File: config.mk
export PLATFORM = sky130hd
export DESIGN_NAME = core_top
export DESIGN_NICKNAME = d
export VERILOG_FILES = /design/src/rv_pkg.sv /design/src/core_top.sv /design/src/mem_wb_unit.sv /design/src/execute_unit.sv /design/src/alu.sv /design/src/reg_file.sv /design/src/inst_decoder.sv /design/src/fetch_unit.sv
export SDC_FILE = /design/constraint.sdc
export NUM_CORES = 2
export LEC_CHECK = 0
export BUFFER_PORTS_ARGS = -buffer_cell sky130_fd_sc_hd__clkbuf_2
export CAP_MARGIN = 20
export CORE_MARGIN = 2
export CORE_UTILIZATION = 55
export CTS_CLUSTER_SIZE = 40
export DETAILED_ROUTE_END_ITERATION = 10
export MAX_ROUTING_LAYER = met4
export PLACE_DENSITY = 0.73
export SYNTH_ARGS = -nofsm -noshare
export SYNTH_HDL_FRONTEND = slang
export SYNTH_SLANG_ARGS = --single-unit
File: constraint.sdc
create_clock -name clk -period 21.5 [get_ports clk]
set_input_delay 3.225 -clock clk [delete_from_list [all_inputs] [get_ports clk]]
set_output_delay 3.225 -clock clk [all_outputs]
set_load 0.01 [all_outputs]
File: src/rv_pkg.sv
/* rv32i core shared types */

package rv_pkg;

    parameter int xlen = 32;

    typedef logic [xlen-1:0] word_t;
    typedef logic [4:0]      reg_addr_t;

    // major opcodes, bits [6:0]
    typedef enum logic [6:0] {
        OP     = 7'b0110011,
        OP_IMM = 7'b0010011,
        LOAD   = 7'b0000011,
        STORE  = 7'b0100011,
        BRANCH = 7'b1100011,
        JAL    = 7'b1101111,
        JALR   = 7'b1100111,
        LUI    = 7'b0110111,
        AUIPC  = 7'b0010111,
        SYSTEM = 7'b1110011
    } opcode_e;

    typedef enum logic [2:0] {
        CLS_R,
        CLS_I,
        CLS_S,
        CLS_B,
        CLS_U,
        CLS_J,
        CLS_N  // no operands, retires as a no-op
    } inst_class_e;

    typedef enum logic [3:0] {
        ALU_ADD,
        ALU_SUB,
        ALU_SLL,
        ALU_SLT,
        ALU_SLTU,
        ALU_XOR,
        ALU_SRL,
        ALU_SRA,
        ALU_OR,
        ALU_AND
    } alu_op_e;

    // instruction formats, msb first
    typedef struct packed {
        logic [6:0] funct7;
        reg_addr_t  rs2;
        reg_addr_t  rs1;
        logic [2:0] funct3;
        reg_addr_t  rd;
        logic [6:0] opcode;
    } r_fmt_t;

    typedef struct packed {
        logic [11:0] imm;
        reg_addr_t   rs1;
        logic [2:0]  funct3;
        reg_addr_t   rd;
        logic [6:0]  opcode;
    } i_fmt_t;

    typedef struct packed {
        logic [6:0] imm_hi;
        reg_addr_t  rs2;
        reg_addr_t  rs1;
        logic [2:0] funct3;
        logic [4:0] imm_lo;
        logic [6:0] opcode;
    } s_fmt_t;

    typedef struct packed {
        logic       imm_12;
        logic [5:0] imm_10_5;
        reg_addr_t  rs2;
        reg_addr_t  rs1;
        logic [2:0] funct3;
        logic [3:0] imm_4_1;
        logic       imm_11;
        logic [6:0] opcode;
    } b_fmt_t;

    typedef struct packed {
        logic [19:0] imm;
        reg_addr_t   rd;
        logic [6:0]  opcode;
    } u_fmt_t;

    typedef struct packed {
        logic       imm_20;
        logic [9:0] imm_10_1;
        logic       imm_11;
        logic [7:0] imm_19_12;
        reg_addr_t  rd;
        logic [6:0] opcode;
    } j_fmt_t;

    typedef union packed {
        r_fmt_t r;
        i_fmt_t i;
        s_fmt_t s;
        b_fmt_t b;
        u_fmt_t u;
        j_fmt_t j;
    } rv_inst_u;

    typedef struct packed {
        opcode_e     opcode;
        logic [2:0]  funct3;
        reg_addr_t   rd;
        reg_addr_t   rs1;
        reg_addr_t   rs2;
        word_t       imm;
        inst_class_e cls;
        alu_op_e     alu_op;
    } decoded_t;

    typedef struct packed {
        word_t alu_result;
        logic  jump_en;
        word_t jump_target;
    } exec_result_t;

    typedef struct packed {
        word_t      addr;   // byte address
        word_t      wdata;  // already shifted into its lanes
        logic [3:0] wmask;  // zero means no write
    } dmem_req_t;

    typedef struct packed {
        word_t     pc;
        reg_addr_t rd;
        logic      we;
        word_t     wdata;
        word_t     next_pc;
    } retire_t;

endpackage
File: src/core_top.sv
/* rv32i two-phase core */

module core_top #(
    parameter rv_pkg::word_t reset_pc = 32'h8000_0000
) (
    input  logic              clk,
    input  logic              reset,
    output rv_pkg::word_t     imem_addr,
    input  rv_pkg::word_t     imem_rdata,
    output rv_pkg::dmem_req_t dmem_req,
    input  rv_pkg::word_t     dmem_rdata,
    output logic              retire_valid,
    output rv_pkg::retire_t   retire
);
    import rv_pkg::*;

    word_t        pc;
    rv_inst_u     inst;
    logic         exec_valid;
    decoded_t     dec;
    word_t        rs1_data;
    word_t        rs2_data;
    exec_result_t exec;
    logic         wb_we;
    word_t        wb_data;

    fetch_unit #(
        .reset_pc (reset_pc)
    ) fetch_i (
        .clk        (clk),
        .reset      (reset),
        .imem_rdata (imem_rdata),
        .redirect   (exec),
        .pc         (pc),
        .inst       (inst),
        .exec_valid (exec_valid)
    );

    inst_decoder decode_i (
        .inst (inst),
        .dec  (dec)
    );

    reg_file regs_i (
        .clk    (clk),
        .reset  (reset),
        .raddr1 (dec.rs1),
        .raddr2 (dec.rs2),
        .rdata1 (rs1_data),
        .rdata2 (rs2_data),
        .we     (wb_we),     // already qualified by exec_valid
        .waddr  (dec.rd),
        .wdata  (wb_data)
    );

    execute_unit exec_i (
        .dec      (dec),
        .pc       (pc),
        .rs1_data (rs1_data),
        .rs2_data (rs2_data),
        .result   (exec)
    );

    mem_wb_unit mem_wb_i (
        .exec_valid (exec_valid),
        .dec        (dec),
        .pc         (pc),
        .exec       (exec),
        .rs2_data   (rs2_data),
        .dmem_rdata (dmem_rdata),
        .dmem_req   (dmem_req),
        .wb_we      (wb_we),
        .wb_data    (wb_data)
    );

    assign imem_addr    = pc;  // only sampled in the fetch phase
    assign retire_valid = exec_valid;

    always_comb begin
        retire.pc      = pc;
        retire.rd      = dec.rd;
        retire.we      = wb_we;  // before the x0 filter
        retire.wdata   = wb_data;
        retire.next_pc = exec.jump_en ? exec.jump_target : pc + 32'd4;
    end

endmodule

File: src/mem_wb_unit.sv
/* data memory access and writeback */

module mem_wb_unit (
    input  logic                 exec_valid,
    input  rv_pkg::decoded_t     dec,
    input  rv_pkg::word_t        pc,
    input  rv_pkg::exec_result_t exec,
    input  rv_pkg::word_t        rs2_data,
    input  rv_pkg::word_t        dmem_rdata,
    output rv_pkg::dmem_req_t    dmem_req,
    output logic                 wb_we,
    output rv_pkg::word_t        wb_data
);
    import rv_pkg::*;

    logic [1:0] byte_off;
    logic [3:0] store_mask;
    word_t      lane_data;
    word_t      load_data;

    assign byte_off = exec.alu_result[1:0];

    // store side, data moved into its byte lanes
    always_comb begin
        case (dec.funct3)
            3'b000:  store_mask = 4'b0001 << byte_off;  // sb
            3'b001:  store_mask = 4'b0011 << byte_off;  // sh
            3'b010:  store_mask = 4'b1111;
            default: store_mask = 4'b0000;
        endcase
        dmem_req.addr  = exec.alu_result;
        dmem_req.wdata = rs2_data << {byte_off, 3'b000};
        dmem_req.wmask = (exec_valid && dec.cls == CLS_S) ? store_mask : 4'b0000;
    end

    // dmem_rdata is the whole word holding the address
    assign lane_data = dmem_rdata >> {byte_off, 3'b000};

    always_comb begin
        case (dec.funct3)
            3'b000:  load_data = {{24{lane_data[7]}}, lane_data[7:0]};
            3'b001:  load_data = {{16{lane_data[15]}}, lane_data[15:0]};
            3'b010:  load_data = lane_data;
            3'b100:  load_data = {24'b0, lane_data[7:0]};
            3'b101:  load_data = {16'b0, lane_data[15:0]};
            default: load_data = '0;
        endcase
    end

    always_comb begin
        wb_we   = 1'b0;
        wb_data = '0;
        case (dec.cls)
            CLS_R, CLS_U: begin
                wb_we   = 1'b1;
                wb_data = exec.alu_result;
            end
            CLS_I: begin
                wb_we = 1'b1;
                if (dec.opcode == LOAD) begin
                    wb_data = load_data;
                end else if (dec.opcode == JALR) begin
                    wb_data = pc + 32'd4;  // link address
                end else begin
                    wb_data = exec.alu_result;
                end
            end
            CLS_J: begin
                wb_we   = 1'b1;
                wb_data = pc + 32'd4;
            end
            default: ;  // stores, branches, no-ops
        endcase
        wb_we = wb_we & exec_valid;
    end

endmodule

File: src/execute_unit.sv
/* execute stage */

module execute_unit (
    input  rv_pkg::decoded_t     dec,
    input  rv_pkg::word_t        pc,
    input  rv_pkg::word_t        rs1_data,
    input  rv_pkg::word_t        rs2_data,
    output rv_pkg::exec_result_t result
);
    import rv_pkg::*;

    word_t alu_a;
    word_t alu_b;
    word_t alu_result;
    logic  take_branch;

    alu alu_i (
        .a      (alu_a),
        .b      (alu_b),
        .op     (dec.alu_op),
        .result (alu_result)
    );

    // operand selection per class
    always_comb begin
        alu_a = rs1_data;
        alu_b = dec.imm;
        case (dec.cls)
            CLS_R: alu_b = rs2_data;
            CLS_U: alu_a = (dec.opcode == LUI) ? '0 : pc;  // lui is 0 + imm
            CLS_B, CLS_J: alu_a = pc;  // target adder
            default: ;
        endcase
    end

    always_comb begin
        case (dec.funct3)
            3'b000:  take_branch = (rs1_data == rs2_data);
            3'b001:  take_branch = (rs1_data != rs2_data);
            3'b100:  take_branch = ($signed(rs1_data) < $signed(rs2_data));
            3'b101:  take_branch = ($signed(rs1_data) >= $signed(rs2_data));
            3'b110:  take_branch = (rs1_data < rs2_data);
            3'b111:  take_branch = (rs1_data >= rs2_data);
            default: take_branch = 1'b0;  // 010 / 011 are not branches
        endcase
    end

    always_comb begin
        result.alu_result  = alu_result;
        result.jump_en     = 1'b0;
        result.jump_target = alu_result;
        case (dec.cls)
            CLS_B: result.jump_en = take_branch;
            CLS_J: result.jump_en = 1'b1;
            CLS_I: begin
                if (dec.opcode == JALR) begin
                    result.jump_en     = 1'b1;
                    result.jump_target = {alu_result[xlen-1:1], 1'b0};
                end
            end
            default: ;
        endcase
    end

endmodule

File: src/alu.sv
/* integer alu */

module alu (
    input  rv_pkg::word_t   a,
    input  rv_pkg::word_t   b,
    input  rv_pkg::alu_op_e op,
    output rv_pkg::word_t   result
);
    import rv_pkg::*;

    logic [4:0] shamt;

    assign shamt = b[4:0];

    always_comb begin
        case (op)
            ALU_ADD:  result = a + b;
            ALU_SUB:  result = a - b;
            ALU_SLL:  result = a << shamt;
            ALU_SLT:  result = {{(xlen-1){1'b0}}, $signed(a) < $signed(b)};
            ALU_SLTU: result = {{(xlen-1){1'b0}}, a < b};
            ALU_XOR:  result = a ^ b;
            ALU_SRL:  result = a >> shamt;
            ALU_SRA:  result = $signed(a) >>> shamt;  // keeps the sign bit
            ALU_OR:   result = a | b;
            default:  result = a & b;
        endcase
    end

endmodule

File: src/reg_file.sv
/* general register file */

module reg_file (
    input  logic              clk,
    input  logic              reset,
    input  rv_pkg::reg_addr_t raddr1,
    input  rv_pkg::reg_addr_t raddr2,
    output rv_pkg::word_t     rdata1,
    output rv_pkg::word_t     rdata2,
    input  logic              we,
    input  rv_pkg::reg_addr_t waddr,
    input  rv_pkg::word_t     wdata
);
    import rv_pkg::*;

    word_t regs [32];

    always_ff @(posedge clk) begin
        if (reset) begin
            for (int n = 0; n < 32; n++) begin
                regs[n] <= '0;
            end
        end else if (we && waddr != '0) begin  // x0 never written
            regs[waddr] <= wdata;
        end
    end

    // combinational read ports
    assign rdata1 = (raddr1 == '0) ? '0 : regs[raddr1];
    assign rdata2 = (raddr2 == '0) ? '0 : regs[raddr2];

endmodule

File: src/inst_decoder.sv
/* instruction decoder */

module inst_decoder (
    input  rv_pkg::rv_inst_u inst,
    output rv_pkg::decoded_t dec
);
    import rv_pkg::*;

    logic [6:0] funct7;

    assign funct7 = inst.r.funct7;

    always_comb begin
        dec.opcode = opcode_e'(inst.r.opcode);
        dec.funct3 = inst.r.funct3;
        dec.rd     = inst.r.rd;
        dec.rs1    = inst.r.rs1;
        dec.rs2    = inst.r.rs2;

        case (dec.opcode)
            OP:                 dec.cls = CLS_R;
            OP_IMM, LOAD, JALR: dec.cls = CLS_I;
            STORE:              dec.cls = CLS_S;
            BRANCH:             dec.cls = CLS_B;
            LUI, AUIPC:         dec.cls = CLS_U;
            JAL:                dec.cls = CLS_J;
            default:            dec.cls = CLS_N;  // system and unknown opcodes
        endcase

        // sign-extended immediate, read through the matching format view
        case (dec.cls)
            CLS_I: dec.imm = {{20{inst.i.imm[11]}}, inst.i.imm};
            CLS_S: dec.imm = {{20{inst.s.imm_hi[6]}}, inst.s.imm_hi, inst.s.imm_lo};
            CLS_B: begin
                dec.imm = {{19{inst.b.imm_12}}, inst.b.imm_12, inst.b.imm_11,
                           inst.b.imm_10_5, inst.b.imm_4_1, 1'b0};
            end
            CLS_U: dec.imm = {inst.u.imm, 12'b0};
            CLS_J: begin
                dec.imm = {{11{inst.j.imm_20}}, inst.j.imm_20, inst.j.imm_19_12,
                           inst.j.imm_11, inst.j.imm_10_1, 1'b0};
            end
            default: dec.imm = '0;
        endcase

        // everything outside OP / OP_IMM uses the adder
        dec.alu_op = ALU_ADD;
        if (dec.opcode == OP || dec.opcode == OP_IMM) begin
            case (dec.funct3)
                3'b000: dec.alu_op = (dec.cls == CLS_R && funct7[5]) ? ALU_SUB : ALU_ADD;
                3'b001: dec.alu_op = ALU_SLL;
                3'b010: dec.alu_op = ALU_SLT;
                3'b011: dec.alu_op = ALU_SLTU;
                3'b100: dec.alu_op = ALU_XOR;
                3'b101: dec.alu_op = funct7[5] ? ALU_SRA : ALU_SRL;  // also srai via imm[10]
                3'b110: dec.alu_op = ALU_OR;
                default: dec.alu_op = ALU_AND;
            endcase
        end
    end

endmodule

File: src/fetch_unit.sv
/* pc and instruction fetch */

module fetch_unit #(
    parameter rv_pkg::word_t reset_pc = 32'h8000_0000
) (
    input  logic                 clk,
    input  logic                 reset,
    input  rv_pkg::word_t        imem_rdata,
    input  rv_pkg::exec_result_t redirect,
    output rv_pkg::word_t        pc,
    output rv_pkg::rv_inst_u     inst,
    output logic                 exec_valid
);
    import rv_pkg::*;

    word_t seq_pc;

    assign seq_pc = pc + 32'd4;

    // phase toggles every cycle: fetch, execute, fetch ...
    always_ff @(posedge clk) begin
        if (reset) begin
            exec_valid <= 1'b0;
        end else begin
            exec_valid <= ~exec_valid;
        end
    end

    always_ff @(posedge clk) begin
        if (reset) begin
            pc <= reset_pc;
        end else if (exec_valid) begin
            pc <= redirect.jump_en ? redirect.jump_target : seq_pc;  // end of execute
        end
    end

    // imem answers in the fetch cycle itself
    always_ff @(posedge clk) begin
        if (!exec_valid) begin
            inst <= imem_rdata;
        end
    end

endmodule

==> results.cfg <==
[clock_network]
cts_root_buf = clkbuf_16
cts_buffers = 113
clk_path_buf_depth = 3
hold_buffers = 0
path_clk_slew_ns = 0.07
clock-sinks = 1099
clk_latency_ns = 0.83
cts-resized-gates = 0
postCtsSetupBuffers = 0
tritoncts = done
cts_htree_levels = 3

[timing]
maxSlewHeadroom_pct = 11.6
finalCriticalPeriod_ns = 16.03
tightest_slew_ns = 1.31
hold_slack_ns = 0.586
slew_violations = 0
grt_setup_unrepaired = false
hold_viol = 0
finalSetupViolCount = 0
post-route-worst-setup-slack_ns = 5.47
timing.final.crit_share_pct = 74.6
setup_tns_ns = 0
skew_ns = 0.105
fmax_mhz = 62.4

[yosys]
synth_ff_type = edfxtp_1
syn_inst = 6072
synth_edf_count = 1056
synth_warnings = 0
synth-seq-cells = 1099
async_reset_ff_share_pct = 0
yosysTopAreaCell = edfxtp_1
yosysTopAreaCellShare_pct = 45.7
syn_area_um2 = 69400
yosysMostFrequentCell = nor2_1
yosys-top-cells-count = 1247 x nor2_1, 1056 x edfxtp_1, 483 x mux4_2, 323 x mux2i_1, 317 x clkbuf_1
yosysSeqAreaShare_pct = 46.9
synthDistinctLibCells = 113
netlist_top_cells_area = edfxtp_1 46%, mux4_2 16%, nor2_1 6.7%
syn_area_per_cell_um2 = 11.4

[power]
max-vdd-ir-drop_mv = 0.0789
p_total_mw = 6.57
power_density_nw_per_um2 = 85.8
p_leak_nw = 27.8

[drt]
dr.first_iter.drc_count = 11610
avgViaCountPerCell = 7.74
first_pass_iters = 7
drc = 0
ant_nets = 0
wl_per_cell_um = 43.8
dr_total_vias = 61238
drt-total-wl_um = 347000

[worst_setup_path]
crit_path_start_kind = register
crit_path_cell_trace = buf_4 > buf_4 > mux4_2 > mux4_2 > mux2i_1 > nor2_1 > inv_1 > o21ai_0 > ha_1 > inv_1 > a2111oi_0 > o21ai_0 > a31o_2 > a311oi_1 > o21bai_1 > or3_1 > a31o_2 > inv_2 > a211oi_1 > a211oi_4 > o21ai_0 > a31oi_4 > inv_1 > clkbuf_2
critPathMaxFanout = 50
crit_buf_inv = 7
max_stage_delay_ns = 1.01
critPathCaptureType = output pin
cp.required_ns = 18.27
worstPathArrival_ns = 12.81
path_delay_family = compound AO/OA/AOI/OAI gates
critical_path_class = register to output pin
cp_slowest_cell = a2111oi_0

[floorplan]
start_util_pct = 55.3
dieHeight_um = 359
dieWidth_um = 359
design.die.area_um2 = 129000
core_um2 = 125000
rows = 130
io_pins = 269

[grt]
grt_max_degree = 114
antenna_found_initial = 13
grt_pass1_vias = 58152
gr-total-overflow = 0
track_usage_pct = 54.4
grt_pass1_wl_um = 469000

[layout]
num-nets-final = 6346
area_delta_synth_final_pct = 10.3
final_cell_count_no_fill = 7909
drive_gt1_share_pct = 23.7

[worst_hold_path]
hold_class = register to register

[placement]
place_inst = 7676
dp_slack_ns = 6.96
portBuffers = 268
gp_congestion = 1.14
hpwl_um = 233000

[status]
outcome = finished clean

[job]
maxCapViolCount = 0
path summary, 6_finish.rpt:
| kind | startpoint | end | slack (ns) | cells past startpoint |
|---|---|---|---|---|
| worst max register to register | register | regs_i.regs[2][14] | 9.25 | 23 |
| worst max-delay path | register | retire[46] | 5.47 | 24 |
| worst min register to register | fetch_i.pc[28] | fetch_i.pc[28] | 0.59 | 2 |
| worst min-delay path | fetch_i.pc[28] | fetch_i.pc[28] | 0.59 | 2 |
cell type report:
| class | instances | area, µm² |
|---|---|---|
| flip-flops and latches | 1099 | 32600 |
| fillers | 9785 | 48900 |
| repair buffers | 525 | 3340 |
| clock inverters | 78 | 943 |
| multi-input cells | 4233 | 34000 |
| diodes | 18 | 45.0 |
| inverters | 173 | 651 |
| well taps | 1650 | 2060 |
| clock buffers | 133 | 2930 |
flip-flops by register name, summed over array words and instances (netlist names), named ones only:
name                count
fetch_i.inst           32
regs_i.regs          1024
fetch_i.exec_valid      1
fetch_i.pc             32
stage by stage:
| stage | utilization, % | cell area, µm² |
|---|---|---|
| 6_report | 61.0 | 76500 |
| 5_1_grt | 61.0 | 76500 |
| 4_1_cts | 61.0 | 76400 |
| 3_5_place_dp | 57.9 | 72600 |
| 3_3_place_gp | 57.9 | 72600 |
| 2_1_floorplan | - | 69500 |
metal layers:
| layer | share of wire, % | GRT usage, % | vias up |
|---|---|---|---|
| met1 | 33 | 65.2 | 29739 |
| met2 | 40 | 73.1 | 6760 |
| met5 | 0 | - | - |
| li1 | - | - | 23020 |
| met4 | 10 | 42.0 | 0 |
| met3 | 17 | 21.7 | 1719 |
worst register-to-register path, stage by stage, from the launching register on:
cell and delay [ns]:
dfxtp_4 0.96, buf_4 0.75, buf_4 0.78, mux4_2 0.65
mux4_2 0.52, mux2i_1 0.97, nor2_1 0.36, inv_1 0.24
o21ai_0 0.15, ha_1 0.42, inv_1 0.09, a2111oi_0 1.01
o21ai_0 0.40, a31o_2 0.39, a311oi_1 0.29, o21bai_1 0.22
or3_1 0.37, a31o_2 0.25, inv_2 0.52, a211oi_1 0.21
a211oi_4 0.89, o21ai_0 0.35, a31oi_4 0.97, nor2_1 0.17
kinds of logic after synthesis:
kind of cell,after synthesis,synth area share (%)
xor+xnor,42,0.530
other cells,1,0.00540
flops,1099,46.9
fa+ha+maj,135,2.46
simple gates,2024,12.5
mux,870,21.4
buf+inv,771,5.11
compound gates,1130,11.1
power breakdown:
group | total [mW] | internal [mW] | switching [mW]
Sequential | 2.52 | 2.42 | 0.0958
Combinational | 1.96 | 0.637 | 1.33
Clock | 2.09 | 1.16 | 0.924
layout by cell type (no fill, tap or decap), types with 150 or more instances in the layout:
cell type     n
clkbuf_2    268
edfxtp_1   1056
nand2_1     238
o21ai_0     171
nor2_1     1243
mux4_2      483
buf_4       252
inv_1       150
a21oi_1     274
mux2i_1     323
Note: power is estimated with default switching activity, not from simulation.
